## src/common/led_core_pkg.sv

```systemverilog
/*
 * Shared widths, register map and scan states of the LED matrix core.
 * Modules pull these in with a wildcard import in their headers.
 */
`default_nettype none

package led_core_pkg;

    // ------------------------------------------------------------
    // pixel and image geometry
    localparam int PIXEL_DEPTH      = 6;   // bits kept per colour
    localparam int IMG_WIDTH_LOG2   = 7;   // horizontal address, image width reg
    localparam int IMG_V_LOG2       = 7;   // vertical address
    localparam int LANE_HEIGHT_LOG2 = 5;   // lane height reg, hub row address
    localparam int BUF_ADDR_WIDTH   = IMG_WIDTH_LOG2 + LANE_HEIGHT_LOG2;
    localparam int PIX_WIDTH        = 3 * PIXEL_DEPTH;   // packed rgb word
    localparam int BRIGHTNESS_DEPTH = 5;   // pwm counter

    // ------------------------------------------------------------
    // apb register file
    localparam int APB_ADDR_WIDTH = 4;
    localparam int APB_DATA_WIDTH = 16;

    localparam logic [APB_DATA_WIDTH-1:0] VERSION_VALUE = 16'h0201;

    // word addresses
    typedef enum logic [APB_ADDR_WIDTH-1:0] {
        GCTRL       = 4'd0,   // bit 0 scan enable, bit 1 hpd trigger function
        BRIGHTNESS  = 4'd1,
        IMAGE_WIDTH = 4'd2,
        LANE_HEIGHT = 4'd3,
        ROI_X0      = 4'd4,
        ROI_Y0      = 4'd5,
        VERSION     = 4'd6    // read only
    } reg_addr_e;

    // hub scan sequencer
    typedef enum logic [1:0] {
        SCAN_IDLE,
        SCAN_SHIFT,
        SCAN_LATCH
    } scan_state_e;

endpackage

`default_nettype wire

```

## src/frame_buffer/image_clipper.sv

```systemverilog
/*
 * Cuts one lane's window out of the pixel stream and turns the pixel
 * into a registered write to that lane's buffer.
 */
`default_nettype none

module image_clipper import led_core_pkg::*;
#(
    parameter int LANE_INDEX = 0
)
(
    input  logic                          clk_pll_dclk,
    input  logic                          dly_rst,
    input  logic                          pix_valid,
    input  logic [IMG_WIDTH_LOG2-1:0]     pix_h,
    input  logic [IMG_V_LOG2-1:0]         pix_v,
    input  logic [7:0]                    pix_r,
    input  logic [7:0]                    pix_g,
    input  logic [7:0]                    pix_b,
    input  logic [IMG_WIDTH_LOG2-1:0]     image_width,
    input  logic [LANE_HEIGHT_LOG2-1:0]   lane_height,
    input  logic [IMG_WIDTH_LOG2-1:0]     roi_x0,
    input  logic [IMG_V_LOG2-1:0]         roi_y0,
    output logic                          wr_en,
    output logic [BUF_ADDR_WIDTH-1:0]     wr_addr,
    output logic [PIX_WIDTH-1:0]          wr_data
);

    localparam int VW = IMG_V_LOG2 + LANE_HEIGHT_LOG2 + 4;   // room for lane offset

    logic [VW-1:0]             lane_y0;   // first image row of this lane
    logic [VW-1:0]             dy;        // wraps high when above the lane
    logic [IMG_WIDTH_LOG2:0]   dx;        // extra bit catches left of roi
    logic                      in_win;

    assign lane_y0 = VW'(roi_y0) + VW'(LANE_INDEX) * VW'(lane_height);
    assign dy      = VW'(pix_v) - lane_y0;
    assign dx      = {1'b0, pix_h} - {1'b0, roi_x0};
    assign in_win  = dx < {1'b0, image_width} && dy < VW'(lane_height);

    always_ff @(posedge clk_pll_dclk or posedge dly_rst)
    begin
        if (dly_rst)
            wr_en <= 1'b0;
        else
            wr_en <= pix_valid && in_win;
    end

    // payload, row major inside the lane
    always_ff @(posedge clk_pll_dclk)
    begin
        wr_addr <= BUF_ADDR_WIDTH'(dy[LANE_HEIGHT_LOG2-1:0]) * BUF_ADDR_WIDTH'(image_width)
                 + BUF_ADDR_WIDTH'(dx[IMG_WIDTH_LOG2-1:0]);
        wr_data <= {pix_r[7 -: PIXEL_DEPTH], pix_g[7 -: PIXEL_DEPTH], pix_b[7 -: PIXEL_DEPTH]};
    end

    // write stays inside the lane area set up one cycle earlier
    a_wr_in_lane: assert property (
        @(posedge clk_pll_dclk) disable iff (dly_rst)
        wr_en |-> int'(wr_addr) < int'($past(image_width)) * int'($past(lane_height))
    ) else $error("lane %0d write outside buffer area", LANE_INDEX);

endmodule

`default_nettype wire

```

## config.mk

```make
export PLATFORM = sky130hd
export DESIGN_NAME = image_clipper
export DESIGN_NICKNAME = d
export VERILOG_FILES = /design/src/common/led_core_pkg.sv /design/src/frame_buffer/image_clipper.sv
export SDC_FILE = /design/constraint.sdc
export NUM_CORES = 1
export LEC_CHECK = 0
export ABC_CLOCK_PERIOD_IN_PS = 800
export BUFFER_PORTS_ARGS = -buffer_cell sky130_fd_sc_hd__buf_2
export CAP_MARGIN = 5
export CORE_MARGIN = 2
export CORE_UTILIZATION = 25
export DETAILED_ROUTE_END_ITERATION = 12
export GPL_ROUTABILITY_DRIVEN = 0
export HOLD_SLACK_MARGIN = 0.02
export PLACE_DENSITY_LB_ADDON = 0.3
export SYNTH_ARGS = -nofsm -noshare
export SYNTH_HDL_FRONTEND = slang
export SYNTH_SLANG_ARGS = --single-unit
```

## constraint.sdc

```tcl
create_clock -name clk_pll_dclk -period 0.8 [get_ports clk_pll_dclk]
set_input_delay 0.08 -clock clk_pll_dclk [delete_from_list [all_inputs] [get_ports clk_pll_dclk]]
set_output_delay 0.08 -clock clk_pll_dclk [all_outputs]
set_load 0.005 [all_outputs]
```

==> metrics <==
leading cell type in the layout, fill and taps excluded=buf_2; Die Ht=107 um; deepest clock path buffer count=2; routed vias=roughly 2600; Data required, critical path=~950 ps; Final Setup Violations=13; crit path launch type=input port; Syn. warnings=0; Util after Layout=between 40% and 50%; DRC=0; sw frac=between 30% and 40%; Setup WS pre-CTS=-3740 ps; share of post-route cells with drive strength above 1=between 50% and 60%; outcome=finished with violations; Hold Crit Class=in -> async; # rows=37; DR pass1 iterations=4; final net count=627; RSZ-0062 raised after global routing=true; Post-Synthesis Cell Area=approximately 2700 um^2; die area=11500 um^2; endpoints failing hold=0; unique cell type count in the Yosys netlist=35; setup ws final=-3340 ps; sequential cell fraction of total power=16.3%; overall power=between 10000 and 15000 uW; P_sw=~4700 uW; die width=around 110 um; largest area contributor in the netlist=dfxtp_1; Slew @ Worst Pin=approximately 500 ps; Initial Utilization=25.7%; Crit. End Element=register; Seq/Total Area, Yosys=between 20% and 30%; Async SR Flop Fraction=under 10%; routed wire length=roughly 6.9 mm; Total Routing Usage GR=between 10% and 20%; Port Buffers=slightly above 90; ys flop type=dfxtp_1; synthesis-to-layout area growth=73.6%; global-route wire length before repair=between 10 and 15 mm; commonest cells after routing, fill and taps aside=buf_2 (82), buf_4 (78), inv_1 (49), ha_1 (32); Max Clock Freq=0.241 GHz; post-synth top area share=between 20% and 30%; clock share of power=a little under a tenth; largest net degree at the start of global routing=10; kind of critical path=in -> reg; Routed Antenna Nets=0; antenna violations before repair=0; final slew viol count=0; Num CTS Buffers=5; Rel. slew slack=66.0%; H-tree depth=2; fin area=about 4600 um^2; routed len/inst=roughly 11 um; post-synthesis cell count=between 200 and 300; fin crit period=just over 4000 ps; area of the multi-input gates=~2100 um^2; Area after DPL=just over 4000 um^2; n_diodes=0; Internal Power=roughly 8000 uW; Leakage=about 0.0024 uW; failing checks=negative setup slack; worst-path cell chain=buf_8, inv_12, ha_4, inv_2, fa_2, a21o_2, a21oi_4, and2_4, nor3_4, fa_1, fa_1, inv_2, fa_1, inv_2, ha_4, nand3_2, o211ai_1, or4_4, a31oi_1, o21bai_1, xor2_1; filler cell count=just over 1000; I/O Pins=98; combinational power share=between 70% and 80%; Max Cap Violations=0; vias per cell=4.09; synthesized area per cell=9.11 um^2; CP Max Fanout=5; vias in the first global route=approximately 2700; CTS tree=yes; Root Buffer=clkbuf_8; CTS sink cnt=31; Worst path slowest cell=fa_1; Mapped Nets=about 430; Post-synth EDFFs=0; Area contributors post-synth=dfxtp_1 (22%), ha_1 (21%), fa_1 (18%); #FFs+latches synth=31; VDD IR max=1410 uV; Seq. cell area=636 um^2; 1st-iter DRT viols=62; Clock Pin Slew Worst Setup and Hold Paths=60 ps; Core ar.=10400 um^2; max incr delay on CP=560 ps; post-DP HPWL=between 5 and 6 mm; Overflow after GRT=0; Final period util=518%; Pwr Density=2750 nW/um^2; CP arrival=4300 ps
## power by group through the flow
| stage | registers (uW) | clock network (uW) | logic, uW |
|---|---|---|---|
| floorplan | 2140 | 0 | 4990 |
| global placement | 2070 | 0 | 7970 |
| detailed placement | 2080 | 0 | 8140 |
| CTS | 2050 | 1290 | 9200 |
| global route | 2110 | 1350 | 10700 |
| finish | 2070 | 1200 | 9480 |
## registers in the layout (all words and copies together), names as in the netlist
register and count:
wr_data 18, wr_addr 12, wr_en 1
## critical path: cells and delay by family
family	cells	cell delay, ps
buffers and inverters	5	270
adders and majority gates	6	2270
xor gates and xnor gates	1	150
AOI/OAI and AO/OA	5	750
and+or+nand+nor	4	790
## metrics by stage
step / hold WS, ps / instances / TNS (ps)
CTS: 163 / 635 / -30740
floorplan: -191 / 293 / -29900
global route: 186 / 628 / -32030
detailed placement: -80.7 / 593 / -35370
finish: 176 / 628 / -30510
global placement: -78.1 / 593 / -34690
## per-layer routing
layer	share of wire, %	GRT usage, %	vias up
met5	0	0	-
met4	1.0	3.75	0
met3	5.0	1.69	6
met2	49	22.7	80
met1	45	14.6	1142
li1	-	-	1338
## synthesized netlist by cell type (2+ instances only)
| library cell | instances |
|---|---|
| fa_1 | 24 |
| xor2_1 | 7 |
| dfxtp_1 | 30 |
| a21boi_0 | 3 |
| nand2_1 | 16 |
| nor3_1 | 14 |
| and2_1 | 10 |
| nor2_1 | 17 |
| inv_1 | 61 |
| nand3_1 | 2 |
| o21bai_1 | 3 |
| or4_1 | 2 |
| xnor2_1 | 8 |
| o2111ai_1 | 2 |
| nor2b_1 | 4 |
| a21oi_1 | 11 |
| o211ai_1 | 2 |
| ha_1 | 44 |
| o21ai_0 | 10 |
| a31oi_1 | 2 |
| nand2b_1 | 7 |
## repair_timing
action	in CTS	in global routing
buffers inserted	17	4
setup endpoints to repair	15	26
gates resized for setup	28	33
hold buffers	19	0
endpoints found under the hold margin	19	0
pin swaps	19	13
## cells by family after synthesis
group	synth area share (%)
XOR/XNOR	4.92
AND/OR/NAND/NOR	14.7
AO/OA/AOI/OAI	9.65
flip-flops	23.4
buffers and inverters	8.72
adder cells (fa/ha/maj)	38.6
## area by class of cell
cell class              instances  share of cell area [%]
flip-flops and latches         31                    13.7
repair buffers                193                    29.1
inverters                      61                    5.67
well taps                     136                    3.67
clock buffers                   6                    1.78
multi-input cells             200                    46.0
clock inverters                 1                   0.108
## worst paths after layout
kind / endpoint / from / slack, ps / cells past startpoint
min in group clk_pll_dclk: wr_addr[0] / roi_x0[0] / 270 / 4
max: wr_addr[11] / pix_v[0] / -3340 / 21
min: wr_en / dly_rst / 180 / 3
max in group asynchronous: wr_en / dly_rst / 540 / 3
No activity file was read; power rests on OpenSTA's default activity.
