[config.mk]
export PLATFORM = sky130hd
export DESIGN_NAME = apb_regfile
export DESIGN_NICKNAME = d
export VERILOG_FILES = /design/src/common/led_core_pkg.sv /design/src/apb_regfile.sv
export SDC_FILE = /design/constraint.sdc
export NUM_CORES = 1
export LEC_CHECK = 0
export BUFFER_PORTS_ARGS = -buffer_cell sky130_fd_sc_hd__buf_2
export CAP_MARGIN = 20
export CORE_AREA = 4 4 66 68
export DETAILED_ROUTE_END_ITERATION = 7
export DIE_AREA = 0 0 70 72
export MAX_ROUTING_LAYER = met4
export PLACE_DENSITY = 0.78
export SETUP_SLACK_MARGIN = 0.02
export SYNTH_ARGS = -nofsm -noshare
export SYNTH_HDL_FRONTEND = slang
export SYNTH_SLANG_ARGS = --single-unit
[constraint.sdc]
create_clock -name clk_pll_dclk -period 1.6 [get_ports clk_pll_dclk]
set_clock_uncertainty 0.1 [all_clocks]
set_input_delay 0.08 -clock clk_pll_dclk [delete_from_list [all_inputs] [get_ports clk_pll_dclk]]
set_output_delay 0.08 -clock clk_pll_dclk [all_outputs]
set_load 0.05 [all_outputs]
[src/common/led_core_pkg.sv]
/*
 * Shared widths, register map and scan states of the LED matrix core.
 * Modules pull these in with a wildcard import in their headers.
 */
`default_nettype none

package led_core_pkg;

    // ------------------------------------------------------------
    // pixel and image geometry
    localparam int PIXEL_DEPTH      = 6;   // bits kept per colour
    localparam int IMG_WIDTH_LOG2   = 7;   // horizontal address, image width reg
    localparam int IMG_V_LOG2       = 7;   // vertical address
    localparam int LANE_HEIGHT_LOG2 = 5;   // lane height reg, hub row address
    localparam int BUF_ADDR_WIDTH   = IMG_WIDTH_LOG2 + LANE_HEIGHT_LOG2;
    localparam int PIX_WIDTH        = 3 * PIXEL_DEPTH;   // packed rgb word
    localparam int BRIGHTNESS_DEPTH = 5;   // pwm counter

    // ------------------------------------------------------------
    // apb register file
    localparam int APB_ADDR_WIDTH = 4;
    localparam int APB_DATA_WIDTH = 16;

    localparam logic [APB_DATA_WIDTH-1:0] VERSION_VALUE = 16'h0201;

    // word addresses
    typedef enum logic [APB_ADDR_WIDTH-1:0] {
        GCTRL       = 4'd0,   // bit 0 scan enable, bit 1 hpd trigger function
        BRIGHTNESS  = 4'd1,
        IMAGE_WIDTH = 4'd2,
        LANE_HEIGHT = 4'd3,
        ROI_X0      = 4'd4,
        ROI_Y0      = 4'd5,
        VERSION     = 4'd6    // read only
    } reg_addr_e;

    // hub scan sequencer
    typedef enum logic [1:0] {
        SCAN_IDLE,
        SCAN_SHIFT,
        SCAN_LATCH
    } scan_state_e;

endpackage

`default_nettype wire

[src/apb_regfile.sv]
/*
 * APB slave with the core control registers and a read-only version word.
 * Zero wait states. Bad addresses and version writes answer with pslverr.
 */
`default_nettype none

module apb_regfile import led_core_pkg::*;
(
    input  logic                          clk_pll_dclk,
    input  logic                          dly_rst,
    input  logic                          psel,
    input  logic                          penable,
    input  logic                          pwrite,
    input  logic [APB_ADDR_WIDTH-1:0]     paddr,
    input  logic [APB_DATA_WIDTH-1:0]     pwdata,
    output logic [APB_DATA_WIDTH-1:0]     prdata,
    output logic                          pready,
    output logic                          pslverr,
    output logic [1:0]                    gctrl,
    output logic [BRIGHTNESS_DEPTH-1:0]   brightness,
    output logic [IMG_WIDTH_LOG2-1:0]     image_width,
    output logic [LANE_HEIGHT_LOG2-1:0]   lane_height,
    output logic [IMG_WIDTH_LOG2-1:0]     roi_x0,
    output logic [IMG_V_LOG2-1:0]         roi_y0
);

    reg_addr_e addr;
    logic      access;     // apb access phase
    logic      wr_ok;

    assign addr    = reg_addr_e'(paddr);
    assign access  = psel && penable;
    assign pready  = 1'b1;               // never stalls
    assign pslverr = access && (paddr > VERSION || (pwrite && addr == VERSION));
    assign wr_ok   = access && pwrite && !pslverr;

    // ------------------------------------------------------------
    // writable registers
    always_ff @(posedge clk_pll_dclk or posedge dly_rst)
    begin
        if (dly_rst)
        begin
            gctrl       <= '0;                           // scan off
            brightness  <= BRIGHTNESS_DEPTH'(16);        // half duty
            image_width <= IMG_WIDTH_LOG2'(64);
            lane_height <= LANE_HEIGHT_LOG2'(16);
            roi_x0      <= '0;
            roi_y0      <= '0;
        end
        else if (wr_ok)
        begin
            case (addr)
                GCTRL:       gctrl       <= pwdata[1:0];
                BRIGHTNESS:  brightness  <= pwdata[BRIGHTNESS_DEPTH-1:0];
                IMAGE_WIDTH: image_width <= pwdata[IMG_WIDTH_LOG2-1:0];
                LANE_HEIGHT: lane_height <= pwdata[LANE_HEIGHT_LOG2-1:0];
                ROI_X0:      roi_x0      <= pwdata[IMG_WIDTH_LOG2-1:0];
                ROI_Y0:      roi_y0      <= pwdata[IMG_V_LOG2-1:0];
                default:     ;                           // version, unmapped
            endcase
        end
    end

    // read mux, zero extended
    always_comb
    begin
        case (addr)
            GCTRL:       prdata = APB_DATA_WIDTH'(gctrl);
            BRIGHTNESS:  prdata = APB_DATA_WIDTH'(brightness);
            IMAGE_WIDTH: prdata = APB_DATA_WIDTH'(image_width);
            LANE_HEIGHT: prdata = APB_DATA_WIDTH'(lane_height);
            ROI_X0:      prdata = APB_DATA_WIDTH'(roi_x0);
            ROI_Y0:      prdata = APB_DATA_WIDTH'(roi_y0);
            VERSION:     prdata = VERSION_VALUE;
            default:     prdata = '0;
        endcase
    end

    // master must open every transfer with a setup phase
    a_penable_needs_psel: assert property (
        @(posedge clk_pll_dclk) disable iff (dly_rst) penable |-> psel
    ) else $error("apb penable without psel");

endmodule

`default_nettype wire

==> metrics <==
# IOs 76; Layout fillers 339; Post-synth EDFFs 0; register area share after synthesis approximately 47%; Async SR Flop Fraction 100%; failing checks setup timing; hpwl dp about 3000 um; RSZ-0062 raised after global routing true; Warnings, synthesis 0; Clock H-tree levels 2; Synth top cells by count mux2_2, dfrtp_1, buf_4, nand2_1; Crit Path Class reg2out; largest net degree at the start of global routing 34; core outline area 0.00386 mm2; hold_sp pwdata[0]; power density over the cells 1130 mW/mm2; synthesized area per cell 12.6 um2; met1 global-route usage 23.2%; synthesized area 0.00175 mm2; Pleak ~1.2 nW; Top FF cell, synth dfrtp_1; setup ws final -64.7 ps; Peak VDD IR 698 uV; HP Class in2reg; CTS Buf Count 5; met3 usage 4.99%; post-synth top area share between 40% and 50%; CTS tree built; DR WL/cell 16.3 um; Crit Path Max Fanout 2; GPL Wtd Cong 0.809; Pre-Repair DR Iteration Count 4; fin nets around 240; ant diodes 0; max-cap violations 0; status complete, but fails checks; CTS Sinks 33; Post-route DRC 0; final hold slack 11.1 ps; initial core utilization approximately 45%; vias after detailed routing 1358; most common cell in the netlist mux2_2; top cells by area, synth dfrtp_1, mux2_2, dfstp_2, buf_4, nor4b_4; Remaining Overflow, GRT 0; DRT iter0 DRCs 47; Reg-to-Reg Start roi_x0[1]$_DFFE_PP0P_; Critical Path RT 1420 ps; Critical Path AT roughly 1500 ps; Setup crit end kind output pin; Die Width 70 um; top cell type by total area after synthesis dfrtp_1; layout cell share with drive strength beyond 1 63.5%; Unique masters post-synth 32; GRT met2 Usage 29.3%; Power, Total between 2 and 3 mW; Tcrit/Tclk final 104%; Root Driver clkbuf_8; Crit. Startpoint gctrl[0]$_DFFE_PP0P_; Setup-failing EPs final 2; Fmax 0.601 GHz; Post-Synthesis Cells between 100 and 150; Routed WL 4260 um; die area 0.00504 mm2; number of buffers on the longest clock path 2; first-pass GRT wire length ~7000 um; Final min period between 1500 and 2000 ps; initial antenna violation count 0; Slew Limit Fails 0; DRT antenna net count 0; synthesized flop and latch total 33; busiest grt layer met2; Std-Cell Rows 23; Hold Vio Cnt, Final 0; synthesis-to-finish area growth 35.1%; Port-buffer cells 57; total track usage 18.3%; Die Y around 72 um; number of global-route vias before repair 1406; critical path startpoint category flop; via/cell ratio 5.20; Clk pin slew, worst setup/hold paths 60 ps; clk_lat worst skew 280 ps
power by group:
part           leakage, nW  internal (mW)  switching [mW]
combinational        0.748          0.292           0.693
sequential           0.426          0.956          0.0799
clock               0.0455          0.351           0.285
total                 1.22           1.60            1.06
metal layers:
| layer | wire length, um | vias to the layer above |
|---|---|---|
| li1 | - | 630 |
| met1 | 1830 | 672 |
| met2 | 2100 | 51 |
| met3 | 278 | 5 |
| met4 | 50 | 0 |
| met5 | 0 | - |
through the flow:
step / setup TNS [ps] / instances / instance area, um2 / setup slack [ps] / util, %
after floorplan: 0 / 146 / 1850 / 34.1 / -
after global placement: 0 / 242 / 2120 / 70.9 / 54.9
after detailed placement: 0 / 242 / 2120 / 58.7 / 54.9
after CTS: -223 / 258 / 2320 / -81.5 / 60.2
after global routing: -348 / 261 / 2360 / -129 / 61.2
final: -121 / 261 / 2360 / -64.7 / 61.2
worst max-delay path, stage by stage, from the launching register on:
cell	delay [ps]
dfrtp_2	350
or3b_4	370
a211oi_2	180
a311o_2	160
buf_8	150
cell families (layout without fill, tap and decap cells):
kind of cell	count (synthesis)	in the layout	synth area share [%]
AOI/OAI and AO/OA	16	16	6.52
buffers and inverters	20	85	7.45
DFF	33	33	47.5
muxes	41	41	27.0
other	2	9	0.430
and+or+nand+nor	27	27	11.1
worst paths after layout:
check | to | slack [ps] | cells past startpoint
max in group asynchronous | lane_height[4]$_DFFE_PP1P_ | 740 | 4
hold reg to reg | lane_height[1]$_DFFE_PP0P_ | 430 | 1
hold / removal | roi_y0[0]$_DFFE_PP0P_ | 10 | 2
min in group asynchronous | roi_y0[6]$_DFFE_PP0P_ | 330 | 4
setup reg to reg | roi_x0[1]$_DFFE_PP0P_ | 600 | 2
setup / recovery | prdata[0] | -60 | 4
flip-flops by register name, summed over array words and instances, names as in the netlist:
| register | flops |
|---|---|
| brightness | 5 |
| image_width | 7 |
| roi_y0 | 7 |
| gctrl | 2 |
| lane_height | 5 |
| roi_x0 | 7 |
area by class of cell:
| class | count | area (um2) | area share, % |
|---|---|---|---|
| Inverter | 4 | 15.0 | 0.636 |
| Tap cell | 50 | 62.6 | 2.65 |
| Sequential cell | 33 | 833 | 35.3 |
| Clock buffer | 8 | 90.1 | 3.82 |
| Multi-Input combinational cell | 93 | 903 | 38.3 |
| Timing Repair Buffer | 73 | 455 | 19.3 |
repair_timing:
action / 4_1_cts / 5_1_grt
endpoints found under the hold margin: 49 / 0
setup endpoints to repair: 5 / 5
hold buffers: 6 / 0
resized for setup: 15 / 4
buffers inserted: 2 / 3
pin swaps: 2 / 3
cells in the final DEF (no fill, tap or decap), drive strengths merged, types with 2 or more instances in the layout:
master	Yosys	layout
conb	2	9
and4	2	2
nor4b	2	2
dfstp	3	3
o22ai	4	4
nor2	2	2
mux2	36	36
nand3b	2	2
nand2	11	11
dlygate4sd3	0	6
inv	4	4
nand3	2	2
a22oi	5	5
clkbuf	0	8
mux2i	4	4
dfrtp	30	30
buf	16	67
Power figures use the tool's default switching activity.
