<file path="src/common/led_core_pkg.sv">
/*
 * Shared widths, register map and scan states of the LED matrix core.
 * Modules pull these in with a wildcard import in their headers.
 */
`default_nettype none

package led_core_pkg;

    // ------------------------------------------------------------
    // pixel and image geometry
    localparam int PIXEL_DEPTH      = 6;   // bits kept per colour
    localparam int IMG_WIDTH_LOG2   = 7;   // horizontal address, image width reg
    localparam int IMG_V_LOG2       = 7;   // vertical address
    localparam int LANE_HEIGHT_LOG2 = 5;   // lane height reg, hub row address
    localparam int BUF_ADDR_WIDTH   = IMG_WIDTH_LOG2 + LANE_HEIGHT_LOG2;
    localparam int PIX_WIDTH        = 3 * PIXEL_DEPTH;   // packed rgb word
    localparam int BRIGHTNESS_DEPTH = 5;   // pwm counter

    // ------------------------------------------------------------
    // apb register file
    localparam int APB_ADDR_WIDTH = 4;
    localparam int APB_DATA_WIDTH = 16;

    localparam logic [APB_DATA_WIDTH-1:0] VERSION_VALUE = 16'h0201;

    // word addresses
    typedef enum logic [APB_ADDR_WIDTH-1:0] {
        GCTRL       = 4'd0,   // bit 0 scan enable, bit 1 hpd trigger function
        BRIGHTNESS  = 4'd1,
        IMAGE_WIDTH = 4'd2,
        LANE_HEIGHT = 4'd3,
        ROI_X0      = 4'd4,
        ROI_Y0      = 4'd5,
        VERSION     = 4'd6    // read only
    } reg_addr_e;

    // hub scan sequencer
    typedef enum logic [1:0] {
        SCAN_IDLE,
        SCAN_SHIFT,
        SCAN_LATCH
    } scan_state_e;

endpackage

`default_nettype wire

</file>
<file path="src/scan_driver.sv">
/*
 * HUB scan sequencer. Walks the lane buffers row by row, shifts one pixel
 * per hub_clk strobe for all lanes at once and latches each finished row.
 */
`default_nettype none

module scan_driver import led_core_pkg::*;
#(
    parameter int NUM_LANES = 3
)
(
    input  logic                                clk_pll_dclk,
    input  logic                                dly_rst,
    input  logic                                scan_en,
    input  logic [IMG_WIDTH_LOG2-1:0]           image_width,
    input  logic [LANE_HEIGHT_LOG2-1:0]         lane_height,
    output logic [BUF_ADDR_WIDTH-1:0]           rd_addr,
    input  logic [NUM_LANES-1:0][PIX_WIDTH-1:0] rd_data,
    output logic [NUM_LANES*PIXEL_DEPTH-1:0]    hub_r,
    output logic [NUM_LANES*PIXEL_DEPTH-1:0]    hub_g,
    output logic [NUM_LANES*PIXEL_DEPTH-1:0]    hub_b,
    output logic                                hub_clk,
    output logic                                hub_latch,
    output logic [LANE_HEIGHT_LOG2-1:0]         hub_addr
);

    scan_state_e                 state;
    logic [IMG_WIDTH_LOG2-1:0]   col;
    logic [LANE_HEIGHT_LOG2-1:0] row;
    logic                        last_col;
    logic                        last_row;

    assign last_col = col == image_width - 1'b1;
    assign last_row = row == lane_height - 1'b1;
    assign rd_addr  = BUF_ADDR_WIDTH'(row) * BUF_ADDR_WIDTH'(image_width)
                    + BUF_ADDR_WIDTH'(col);

    // ------------------------------------------------------------
    // row / column sequencer
    always_ff @(posedge clk_pll_dclk or posedge dly_rst)
    begin
        if (dly_rst)
        begin
            state <= SCAN_IDLE;
            col   <= '0;
            row   <= '0;
        end
        else
        begin
            case (state)
                SCAN_IDLE:
                begin
                    col <= '0;
                    row <= '0;
                    if (scan_en)
                        state <= SCAN_SHIFT;
                end
                SCAN_SHIFT:                          // one buffer read per cycle
                begin
                    if (last_col)
                    begin
                        col   <= '0;
                        state <= SCAN_LATCH;
                    end
                    else
                        col <= col + 1'b1;
                end
                SCAN_LATCH:
                begin
                    row   <= last_row ? '0 : row + 1'b1;    // wrap to top of lane
                    state <= scan_en ? SCAN_SHIFT : SCAN_IDLE;
                end
                default:
                    state <= SCAN_IDLE;
            endcase
        end
    end

    // ------------------------------------------------------------
    // output stage, strobe follows the read by one cycle
    always_ff @(posedge clk_pll_dclk or posedge dly_rst)
    begin
        if (dly_rst)
        begin
            hub_clk   <= 1'b0;
            hub_latch <= 1'b0;
            hub_addr  <= '0;
        end
        else
        begin
            hub_clk   <= state == SCAN_SHIFT;    // read data lands with it
            hub_latch <= state == SCAN_LATCH;    // after last strobe of row
            if (state == SCAN_LATCH)
                hub_addr <= row;                 // row just shifted
        end
    end

    // split rgb words onto the lane data pins
    for (genvar k = 0; k < NUM_LANES; k++)
    begin : g_hub
        assign hub_r[k*PIXEL_DEPTH +: PIXEL_DEPTH] = rd_data[k][PIX_WIDTH-1 -: PIXEL_DEPTH];
        assign hub_g[k*PIXEL_DEPTH +: PIXEL_DEPTH] = rd_data[k][2*PIXEL_DEPTH-1 -: PIXEL_DEPTH];
        assign hub_b[k*PIXEL_DEPTH +: PIXEL_DEPTH] = rd_data[k][PIXEL_DEPTH-1:0];
    end

    a_clk_latch_apart: assert property (
        @(posedge clk_pll_dclk) disable iff (dly_rst) !(hub_clk && hub_latch)
    ) else $error("hub_clk and hub_latch high together");

endmodule

`default_nettype wire

</file>
<file path="config.mk">
export PLATFORM = sky130hd
export DESIGN_NAME = scan_driver
export DESIGN_NICKNAME = d
export VERILOG_FILES = /design/src/common/led_core_pkg.sv /design/src/scan_driver.sv
export SDC_FILE = /design/constraint.sdc
export NUM_CORES = 1
export LEC_CHECK = 0
export BUFFER_PORTS_ARGS = -buffer_cell sky130_fd_sc_hd__clkbuf_2
export CAP_MARGIN = 0
export CORE_ASPECT_RATIO = 0.7
export CORE_MARGIN = 1.5
export CORE_UTILIZATION = 50
export CTS_CLUSTER_DIAMETER = 80
export DETAILED_ROUTE_END_ITERATION = 10
export HOLD_SLACK_MARGIN = 0.02
export PLACE_DENSITY = 0.94
export SLEW_MARGIN = 30
export SYNTH_ARGS = -nofsm -noshare
export SYNTH_HDL_FRONTEND = slang
export SYNTH_SLANG_ARGS = --single-unit
</file>
<file path="constraint.sdc">
create_clock -name clk_pll_dclk -period 13.9 [get_ports clk_pll_dclk]
set_input_delay 3.475 -clock clk_pll_dclk [delete_from_list [all_inputs] [get_ports clk_pll_dclk]]
set_output_delay 3.475 -clock clk_pll_dclk [all_outputs]
set_load 0.01 [all_outputs]
</file>
==> flow_metrics.tcl <==
set metrics [dict create \
    die_area_mm2 0.00623 \
    synth_fp_nets 449 \
    syn_to_final_growth_pct -5.52 \
    cp-start-kind "input port" \
    htreeDepth 1 \
    vias_per_cell 5.20 \
    synth_flop_cell "dfrtp_1" \
    ir_drop_uv 100 \
    yosysWarnings 0 \
    ys_types 44 \
    layout-drive-gt1-share_pct 15.5 \
    wl_met2_mm 2.48 \
    async_flop_share_pct 100 \
    highest_layer "met4" \
    drc 0 \
    multi_input_area_mm2 0.00172 \
    wl_per_cell_um 13.7 \
    cts_buffers 3 \
    min_path_type "flip-flop to flip-flop" \
    worst-r2r-setup-slack_ns 11.83 \
    io_buffers 33 \
    crit_arrival_ns 7.06 \
    nNetsFinal 419 \
    grt_pass1_vias 1971 \
    place_area_mm2 0.00267 \
    yosys_register_bits 21 \
    rows 22 \
    drtPass1Iterations 5 \
    coreArea_mm2 0.00540 \
    wl_met1_mm 2.31 \
    grtUsageTotal_pct 17.4 \
    detail-route-antenna-nets 0 \
    final_common_cell "inv_1" \
    initial_core_util_pct 53.4 \
    synth_area_leader_cell "dfrtp_1" \
    max-slew-margin-rel_pct 46.5 \
    synth.avg_cell_area_um2 8.62 \
    fin_crit_sh_pct 75.8 \
    cp.required_ns 10.43 \
    yosysTopAreaCellShare_pct 18.2 \
    clock_path_buffers 2 \
    leakage_nw 1.41 \
    crit_type "input port to primary output" \
    wl_met3_um 246 \
    syn_area_mm2 0.00288 \
    rsz0062_at_grt "false" \
    stdcell_area_mm2 0.00272 \
    cts_resized 0 \
    antenna_found_initial 0 \
    clk_latency_ns 0.27 \
    synth_edf_count 0 \
    die-height_um 66.5 \
    finalNonFillerCells 375 \
    clk_transition_reported_paths_ns 0.08 \
    hold_viol 0 \
    mostFrequentLayoutCells "inv_1 (46), clkbuf_2 (33), nand2_1 (27), ha_1 (24), fa_1 (22)" \
    cp-end-kind "primary output" \
    tns_ns 0 \
    clock_skew_ns 0.00407 \
    grt_pass1_wl_mm 8.58 \
    synthTopCellsByArea "dfrtp_1 (18%), fa_1 (15%), buf_4 (14%)" \
    dp.cells 371 \
    gp_congestion 0.844 \
    min_period_ns 10.54 \
    ios 142 \
    crit_fanout 9 \
    drv_cap 0 \
    n_fill_cell 502 \
    outcome "completed" \
    fmax_mhz 94.9 \
    pre_cts_ws_ns 3.35 \
    fp.dieW_um 93.7 \
    worst_slack_ns 3.36 \
    vias 1949 \
    n_antenna_cell 0 \
    synthCells 334 \
    seq_area_um2 526 \
    grt_max_degree 22 \
    grt_overflow 0 \
    hold_buffers 0 \
    wl_mm 5.14 \
    cts_root_buf "clkbuf_8" \
    post-cts-setup-buffers 0 \
    ys_seq_area_share_pct 18.2 \
    setup_viol 0 \
    cts_sinks 21 \
    drv_slew 0 \
    cts_tree "yes" \
    drt-initial-drc-count 130 \
    tightest_slew_ns 0.802 \
    dpl.hpwl_mm 4.15 \
    hold_slack_ns 0.513 \
    p_per_area_mw_per_mm2 78.2 \
]
## kinds of logic after synthesis
| group | Yosys count | synth area share, % |
|---|---|---|
| flops | 21 | 18.2 |
| simple gates | 86 | 15.6 |
| fa+ha+maj | 46 | 25.7 |
| xor+xnor | 27 | 8.21 |
| mux | 7 | 2.65 |
| buf+inv | 114 | 22.2 |
| compound gates | 33 | 7.38 |
## worst max-delay path, stage by stage
cell and delay, ns:
clkbuf_2 0.17, nand2_1 0.11, fa_1 0.52, fa_1 0.51, fa_1 0.55, inv_1 0.04
ha_1 0.32, nor2b_1 0.14, o21ai_0 0.20, a21boi_0 0.16, o21a_1 0.21, o41a_1 0.32
xor2_1 0.16, clkbuf_2 0.17
## Yosys cell counts, types with 5 or more instances
| cell type | instances |
|---|---|
| fa_1 | 22 |
| nor2_1 | 12 |
| clkbuf_1 | 11 |
| xnor2_1 | 18 |
| nand2_1 | 27 |
| mux2_2 | 5 |
| dfrtp_1 | 21 |
| a21oi_1 | 7 |
| ha_1 | 24 |
| xor2_1 | 9 |
| buf_4 | 54 |
| inv_1 | 46 |
| and2_1 | 21 |
| o21ai_0 | 8 |
## cell type report
| class | instances | area share, % |
|---|---|---|
| Sequential cell | 21 | 19.3 |
| Inverter | 46 | 6.34 |
| Tap cell | 72 | 3.31 |
| Clock inverter | 1 | 0.184 |
| Clock buffer | 3 | 1.52 |
| Timing Repair Buffer | 33 | 6.07 |
| Multi-Input combinational cell | 199 | 63.3 |
## flip-flops by register name (all words and copies together) (netlist names)
signal and flops:
col 7, hub_clk 1, row 5, hub_latch 1, hub_addr 5, state 2
## power by group
group	internal, mW	leakage (nW)	switching [mW]
clock network	0.0200	0.0255	0.0206
logic	0.0391	1.11	0.0463
registers	0.0703	0.279	0.0164
## final timing paths
path                           startpoint           to  cells after the start
max                        image_width[0]  rd_addr[10]                     14
min                           hub_addr[2]  hub_addr[2]                      1
max reg2reg                        row[3]       row[3]                      5
min reg2reg                   hub_addr[2]  hub_addr[2]                      1
max in group asynchronous         dly_rst  hub_addr[4]                      2
min in group asynchronous         dly_rst       col[3]                      2
## per-layer routing
layer,up-vias,track usage (%)
met5,-,0
met1,951,21.5
met3,15,4.57
li1,929,-
met2,54,29.6
met4,0,5.97
## through the flow
| step | util [%] | total power [mW] |
|---|---|---|
| after floorplan | - | 0.164 |
| after global placement | 49.4 | 0.169 |
| after detailed placement | 49.4 | 0.173 |
| after CTS | 50.3 | 0.215 |
| after global routing | 50.4 | 0.230 |
| final | 50.4 | 0.213 |
No activity file was read; power rests on OpenSTA's default activity.
