**src/common/led_core_pkg.sv**
```systemverilog
/*
 * Shared widths, register map and scan states of the LED matrix core.
 * Modules pull these in with a wildcard import in their headers.
 */
`default_nettype none

package led_core_pkg;

    // ------------------------------------------------------------
    // pixel and image geometry
    localparam int PIXEL_DEPTH      = 6;   // bits kept per colour
    localparam int IMG_WIDTH_LOG2   = 7;   // horizontal address, image width reg
    localparam int IMG_V_LOG2       = 7;   // vertical address
    localparam int LANE_HEIGHT_LOG2 = 5;   // lane height reg, hub row address
    localparam int BUF_ADDR_WIDTH   = IMG_WIDTH_LOG2 + LANE_HEIGHT_LOG2;
    localparam int PIX_WIDTH        = 3 * PIXEL_DEPTH;   // packed rgb word
    localparam int BRIGHTNESS_DEPTH = 5;   // pwm counter

    // ------------------------------------------------------------
    // apb register file
    localparam int APB_ADDR_WIDTH = 4;
    localparam int APB_DATA_WIDTH = 16;

    localparam logic [APB_DATA_WIDTH-1:0] VERSION_VALUE = 16'h0201;

    // word addresses
    typedef enum logic [APB_ADDR_WIDTH-1:0] {
        GCTRL       = 4'd0,   // bit 0 scan enable, bit 1 hpd trigger function
        BRIGHTNESS  = 4'd1,
        IMAGE_WIDTH = 4'd2,
        LANE_HEIGHT = 4'd3,
        ROI_X0      = 4'd4,
        ROI_Y0      = 4'd5,
        VERSION     = 4'd6    // read only
    } reg_addr_e;

    // hub scan sequencer
    typedef enum logic [1:0] {
        SCAN_IDLE,
        SCAN_SHIFT,
        SCAN_LATCH
    } scan_state_e;

endpackage

`default_nettype wire

```
**src/panel_enable_ctrl.sv**
```systemverilog
/*
 * Brightness PWM on the panel output enable and the power-on hold-off
 * of the HPD trigger output.
 */
`default_nettype none

module panel_enable_ctrl import led_core_pkg::*;
#(
    parameter int PON_DELAY_CYCLES = 64
)
(
    input  logic                          clk_pll_dclk,
    input  logic                          dly_rst,
    input  logic                          scan_en,
    input  logic                          hpd_func,
    input  logic [BRIGHTNESS_DEPTH-1:0]   brightness,
    output logic                          hub_oe_n,
    output logic                          hpd_trig
);

    localparam int PON_W = $clog2(PON_DELAY_CYCLES + 1);

    logic [BRIGHTNESS_DEPTH-1:0] pwm_cnt;   // free running
    logic [PON_W-1:0]            pon_cnt;   // saturates at the delay
    logic                        pon_done;

    assign pon_done = pon_cnt == PON_W'(PON_DELAY_CYCLES);

    always_ff @(posedge clk_pll_dclk or posedge dly_rst)
    begin
        if (dly_rst)
        begin
            pwm_cnt  <= '0;
            pon_cnt  <= '0;
            hub_oe_n <= 1'b1;                 // dark
        end
        else
        begin
            pwm_cnt  <= pwm_cnt + 1'b1;
            if (!pon_done)
                pon_cnt <= pon_cnt + 1'b1;
            hub_oe_n <= !(scan_en && pwm_cnt < brightness);   // lit for brightness slots
        end
    end

    // trigger follows scan in trigger mode, else plain high
    assign hpd_trig = pon_done && (hpd_func ? scan_en : 1'b1);

endmodule

`default_nettype wire

```
**config.mk**
```make
export PLATFORM = sky130hd
export DESIGN_NAME = panel_enable_ctrl
export DESIGN_NICKNAME = d
export VERILOG_FILES = /design/src/common/led_core_pkg.sv /design/src/panel_enable_ctrl.sv
export SDC_FILE = /design/constraint.sdc
export NUM_CORES = 1
export LEC_CHECK = 0
export ABC_AREA = 1
export CAP_MARGIN = 5
export CORE_UTILIZATION = 43
export CTS_BUF_LIST = sky130_fd_sc_hd__clkbuf_4 sky130_fd_sc_hd__clkbuf_8
export CTS_CLUSTER_SIZE = 24
export DETAILED_ROUTE_END_ITERATION = 10
export DONT_BUFFER_PORTS = 1
export PLACE_DENSITY_LB_ADDON = 0.12
export SYNTH_ARGS = -nofsm -noshare
export SYNTH_HDL_FRONTEND = slang
export SYNTH_SLANG_ARGS = --single-unit
```
**constraint.sdc**
```tcl
create_clock -name clk_pll_dclk -period 1.79 [get_ports clk_pll_dclk]
set_clock_uncertainty 0.15 [all_clocks]
set_input_delay 0.0895 -clock clk_pll_dclk [delete_from_list [all_inputs] [get_ports clk_pll_dclk]]
set_output_delay 0.0895 -clock clk_pll_dclk [all_outputs]
set_load 0.01 [all_outputs]
```
==> flow_summary_export.csv, run 1 <==
group,metric,value,unit
route,drtIter0Drc,8,
clocking,cts_buffers,3,
timing,drv_slew,0,
worst_setup_path,cp.arrival,1750,ps
grt,grt_pass1_vias,480,
clocking,h-tree-depth,1,
place,dp_hpwl,807,um
grt,track_usage,14.7,%
floorplan,fp.dieArea,1820,um2
cells_and_area,final_cells,108,
timing,fmax,0.591,GHz
worst_setup_path,path_max_fanout,2,
job,drv_cap,0,
timing,min_period,1690,ps
timing,fin_setup_tns,0,ps
grt,grt_pass1_wl,1940,um
timing,final_critical_path_setup_slack,96.7,ps
synth,synth_area,711,um2
floorplan,die_w,42.7,um
route,drc,0,
worst_setup_path,crit_path_start,"pwm_cnt[3]$_DFF_PP0_",
floorplan,core.rowCount,14,
cells_and_area,fin_nets,109,
synth,synth_nets,99,
place,post-place-ws,494,ps
worst_setup_path,endpoint,"hub_oe_n$_DFF_PP1_",
status,status,"completed",
cells_and_area,area_growth,15.5,%
clocking,clk_pin_slew,80,ps
synth,synthDistinctLibCells,15,
grt,gr-total-overflow,0,
synth,synthCells,83,
worst_setup_path,regToRegStartpoint,"pwm_cnt[3]$_DFF_PP0_",
timing,hold_viol,0,
worst_setup_path,endpoint_kind,"flop",
clocking,clock_sinks,13,
floorplan,start_util,46.6,%
pwr,p_sw_share,21.3,%
worst_setup_path,reg2regPathDepth,6,
timing,relSlewSlack,67.3,%
clocking,cts-root-buf,"clkbuf_4",
worst_setup_path,crit_required,1840,ps
worst_setup_path,r2r_slack,100,ps
cells_and_area,final_cell_area,821,um2
pwr,internal_power,408,uW
worst_setup_path,path_class,"reg -> reg",
timing,rsz0062_at_grt,"no",
place,dpl_cell_area,731,um2
pwr,comb_power_share,4.8,%
timing,final.period_utilization,94.6,%
clocking,cts.path.max_buffers,2,
route,routed_wl,1090,um
pwr,ir_worst_vdd,0.000312,V
floorplan,core,1520,um2
clocking,cts_tree,"yes",
cells_and_area,diodes,0,
place,routabilityCongestion,0.852,
cells_and_area,drive_gt1_share,16.3,%
synth,yosysWarnings,0,
clocking,clkLatencyLatePin,270,ps
timing,tightest_slew,491,ps
min_path,hp-class,"in -> out",
grt,grt_max_degree,14,
timing,setup_violations,0,
synth,synth-seq-cells,13,
synth,postSynthAreaPerCell,8.56,um2
route,ant_nets,0,
pwr,p_seq_share,57.2,%
route,vias,493,
pwr,p_clk_share,38.0,%
route,post_drt_via_cell_ratio,4.56,
worst_setup_path,worstSetupStartpointType,"flop",
route,drt_first_pass_iters,4,
route,wire_per_inst,10.1,um
synth,yosysSeqAreaShare,46.0,%
floorplan,io_pins,11,
floorplan,die_height,42.7,um
pwr,powerDensity,632,nW/um2
grt,antenna_found_initial,0,
pwr,power.net_switching,111,uW
worst_setup_path,timing.rr.end,"hub_oe_n$_DFF_PP1_",
place,dp.cells,99,
pwr,power.leakage,0.434,nW
place,portBuffers,0,
[registers in the layout, indices dropped and copies added, names as in the netlist]
name / flops
hub_oe_n: 1
pon_cnt: 7
pwm_cnt: 5
[critical path, stage by stage, from the launching register on]
cell	delay [ps]
dfrtp_1	380
ha_1	290
nand2_2	70
nor2_1	40
nor2_1	100
nand2_1	50
dlygate4sd3_1	540
[power groups by stage]
stage / logic (mW) / registers (mW) / clock network [mW]
2_1_floorplan: 0.0142 / 0.302 / 0
3_3_place_gp: 0.0174 / 0.302 / 0
3_5_place_dp: 0.0178 / 0.302 / 0
4_1_cts: 0.0231 / 0.297 / 0.205
5_1_grt: 0.0298 / 0.297 / 0.216
6_report: 0.0251 / 0.297 / 0.197
[cells by family after synthesis]
family | after synthesis | share of synthesized area [%]
simple gates | 39 | 24.6
buf+inv | 17 | 8.98
flops | 13 | 46.0
fa+ha+maj | 7 | 12.3
xor+xnor | 5 | 6.16
compound gates | 2 | 1.94
[cells in the mapped netlist (all sizes together)]
cell type,number,share of area (%)
nand2,21,11
dfstp,1,3.7
nand3b,1,1.1
nand3,4,3.5
xnor2,2,2.5
inv,17,9.0
ha,7,12
nand4,2,1.8
nor2,11,7.2
xor2,3,3.7
o21ai,1,0.70
dfrtp,12,42
a21oi,1,1.2
[routing by layer]
metal	wire length, um	up-vias	track usage, %
met3	30	2	3.83
met2	446	8	20.0
li1	-	268	-
met1	605	215	20.3
met4	9	0	9.38
met5	0	-	0
[cell usage in the layout (no fill, tap or decap), drive strengths merged, types with 2 or more instances in the layout]
master and n:
nand3 4, inv 17, xor2 3, nand4 2, xnor2 2, clkbuf 4
dfrtp 12, nor2 11, nand2 21, dlygate4sd3 3, ha 7, buf 2
[final cells by class]
cell class / count / area, um2
fillers: 147 / 703
flip-flops and latches: 13 / 327
multi-input cells: 53 / 335
inverters: 17 / 63.8
well taps: 16 / 20.0
clock buffers: 4 / 30.0
repair buffers: 5 / 45.0
[stage by stage]
stage / power (mW) / hold WS, ps / utilization [%]
final: 0.518 / 82.2 / 53.9
after global routing: 0.542 / 82.7 / 53.9
after CTS: 0.524 / 83.3 / 51.9
after detailed placement: 0.320 / -116 / 47.9
after global placement: 0.320 / -110 / 47.9
after floorplan: 0.317 / -184 / -
[worst min path at each step]
stage | start | to | slack [ps] | cells past startpoint
5_1_grt | hpd_func | hpd_trig | 80 | 1
6_report | hpd_func | hpd_trig | 80 | 1
2_1_floorplan | dly_rst | pon_cnt[0]$_DFFE_PP0P_ | -180 | 1
3_3_place_gp | dly_rst | pwm_cnt[1]$_DFF_PP0_ | -110 | 1
3_5_place_dp | dly_rst | pon_cnt[4]$_DFFE_PP0P_ | -120 | 1
4_1_cts | hpd_func | hpd_trig | 80 | 1
[timing repair]
| action | CTS | global route |
|---|---|---|
| hold buffers | 3 | 0 |
| setup endpoints to repair | 0 | 1 |
| setup buffers | 0 | 2 |
| resized for setup | 0 | 2 |
| hold endpoints to repair | 14 | 0 |
Power figures use the tool's default switching activity.
==> inputs of run 2 (changes only) <==
--- a/config.mk
+++ b/config.mk
@@ -12,7 +12,8 @@
 export CTS_CLUSTER_SIZE = 24
 export DETAILED_ROUTE_END_ITERATION = 10
 export DONT_BUFFER_PORTS = 1
-export PLACE_DENSITY_LB_ADDON = 0.12
+export PLACE_DENSITY = 0.67
+export SKIP_LAST_GASP = 1
 export SYNTH_ARGS = -nofsm -noshare
 export SYNTH_HDL_FRONTEND = slang
 export SYNTH_SLANG_ARGS = --single-unit
==> run 2 against run 1 <==
  * Clock power hardly changed
  * Hold slack hardly changed
  * Global-route usage is 0.70 points higher
  * Sequential power hardly changed
==> flow_summary_export.csv, run 2 (same netlist as run 1, synthesis figures left out) <==
group,metric,value,unit
pwr,powerDensity,637,nW/um2
floorplan,die_height,42.7,um
cells_and_area,final_common_cell,"nand2_1",
place,dpl_cell_area,731,um2
worst_setup_path,crit_chain,"ha_1 -> nand2_2 -> nor2_1 -> nor2_1 -> nand2_1 -> dlygate4sd3_1",
cells_and_area,area_growth,13.7,%
cells_and_area,top_register,"pon_cnt",
clocking,clk_pin_slew,70,ps
job,drv_cap,0,
route,routed_wl,1100,um
pwr,ir_worst_vdd,0.000335,V
timing,fmax,0.585,GHz
place,routabilityCongestion,0.813,
timing,tightest_slew,500,ps
timing,drv_slew,0,
floorplan,core,1520,um2
cells_and_area,fillers,145,
timing,relSlewSlack,66.6,%
worst_setup_path,path_max_fanout,2,
cells_and_area,final_util,53.0,%
timing,setup_violations,0,
route,vias,508,
floorplan,start_util,46.6,%
route,drc,0,
min_path,hp-class,"in -> out",
status,status,"completed",
timing,final_critical_path_setup_slack,80.6,ps
floorplan,die_w,42.7,um
route,drtIter0Drc,3,
cells_and_area,fin_nets,109,
grt,gr-total-overflow,0,
worst_setup_path,crit_buf_inv,1,
place,portBuffers,0,
clocking,clkLatencyLatePin,270,ps
grt,use_met2,23.0,%
worst_setup_path,crit_required,1840,ps
floorplan,fp.dieArea,1820,um2
cells_and_area,final_cells,108,
worst_setup_path,cp.arrival,1760,ps
place,dp.cells,99,
cells_and_area,final_cell_area,808,um2
grt,track_usage,15.4,%
cells_and_area,multi_input_area,323,um2
timing,final.period_utilization,95.5,%
pwr,total_power,515,uW
grt,grt_use_met3,3.83,%
clocking,cts_buffers,3,
timing,min_period,1710,ps
timing,hold_viol,0,
route,drt_first_pass_iters,4,
route,ant_nets,0,
worst_setup_path,worstSetupStartpointType,"flop",
pwr,power.leakage,0.433,nW
grt,grt_busiest_layer,"met2",
grt,grt_pass1_wl,1980,um
worst_setup_path,cp_slowest_stage_delay,540,ps
worst_setup_path,path_class,"reg -> reg",
cells_and_area,reg_top3,"pon_cnt (7), pwm_cnt (5), hub_oe_n (1)",
clocking,cts-root-buf,"clkbuf_4",
clocking,clock_sinks,13,
grt,antenna_found_initial,0,
route,wire_per_inst,10.2,um
floorplan,io_pins,11,
cells_and_area,largest_reg_flops,7,
route,post_drt_via_cell_ratio,4.70,
worst_setup_path,crit_top_cell,"nor2_1",
grt,gr-usage-met1,18.9,%
grt,grt_max_degree,14,
cells_and_area,drive_gt1_share,15.2,%
worst_setup_path,endpoint_kind,"flop",
clocking,cts_tree,"yes",
cells_and_area,diodes,0,
place,post-place-ws,499,ps
worst_setup_path,slowest_stage,"dlygate4sd3_1",
place,dp_hpwl,808,um
worst_setup_path,cp_top_family,"buffers and inverters",
grt,grt_pass1_vias,480,
floorplan,core.rowCount,14,
cells_and_area,register_area,327,um2
clocking,h-tree-depth,1,
clocking,cts.path.max_buffers,2,
cells_and_area,layout_common_cells,"nand2_1, inv_1, dfrtp_1",
run 2: cell counts in the layout (fill, tap and decap cells not counted):
No cell type changed its count.
run 2: worst paths after layout:
path	start	end	slack (ps)	cells after the start
worst min register to register	pwm_cnt[0]$_DFF_PP0_	pwm_cnt[0]$_DFF_PP0_	330	1
max in group asynchronous	dly_rst	hub_oe_n$_DFF_PP1_	1010	2
min in group asynchronous	dly_rst	pon_cnt[1]$_DFFE_PP0P_	120	2
worst min-delay path	hpd_func	hpd_trig	80	1
worst max register to register	pwm_cnt[4]$_DFF_PP0_	hub_oe_n$_DFF_PP1_	80	6
worst max-delay path	pwm_cnt[4]$_DFF_PP0_	hub_oe_n$_DFF_PP1_	80	6
run 2: layout make-up:
type | instances | area share (%)
clock buffer | 4 | 3.72
inverter | 17 | 7.89
multi-input combinational | 53 | 39.9
sequential | 13 | 40.4
tap | 16 | 2.48
timing repair buffer | 5 | 5.57
run 2: repair_timing:
action,4_1_cts,5_1_grt
hold buffers,3,0
setup endpoints to repair,0,1
resized for setup,0,1
hold endpoints to repair,14,0
setup buffers,0,2
run 2: power by group:
group          internal (mW)  leakage [nW]  switching (mW)
registers              0.296         0.154        0.000978
clock network          0.101        0.0184          0.0939
logic                0.00962         0.261          0.0135
total                  0.407         0.433           0.108
run 2: per-layer routing:
metal	part of all wire (%)	up-vias
met4	3.2	0
met2	42	10
met1	52	225
met5	0	-
li1	-	269
met3	3.3	4
run 2: metrics by stage:
stage | hold WS [ps] | setup TNS, ps
2_1_floorplan | -184 | 0
3_3_place_gp | -115 | 0
3_5_place_dp | -113 | 0
4_1_cts | 82.8 | 0
5_1_grt | 83.3 | -3.41
6_report | 82.2 | 0
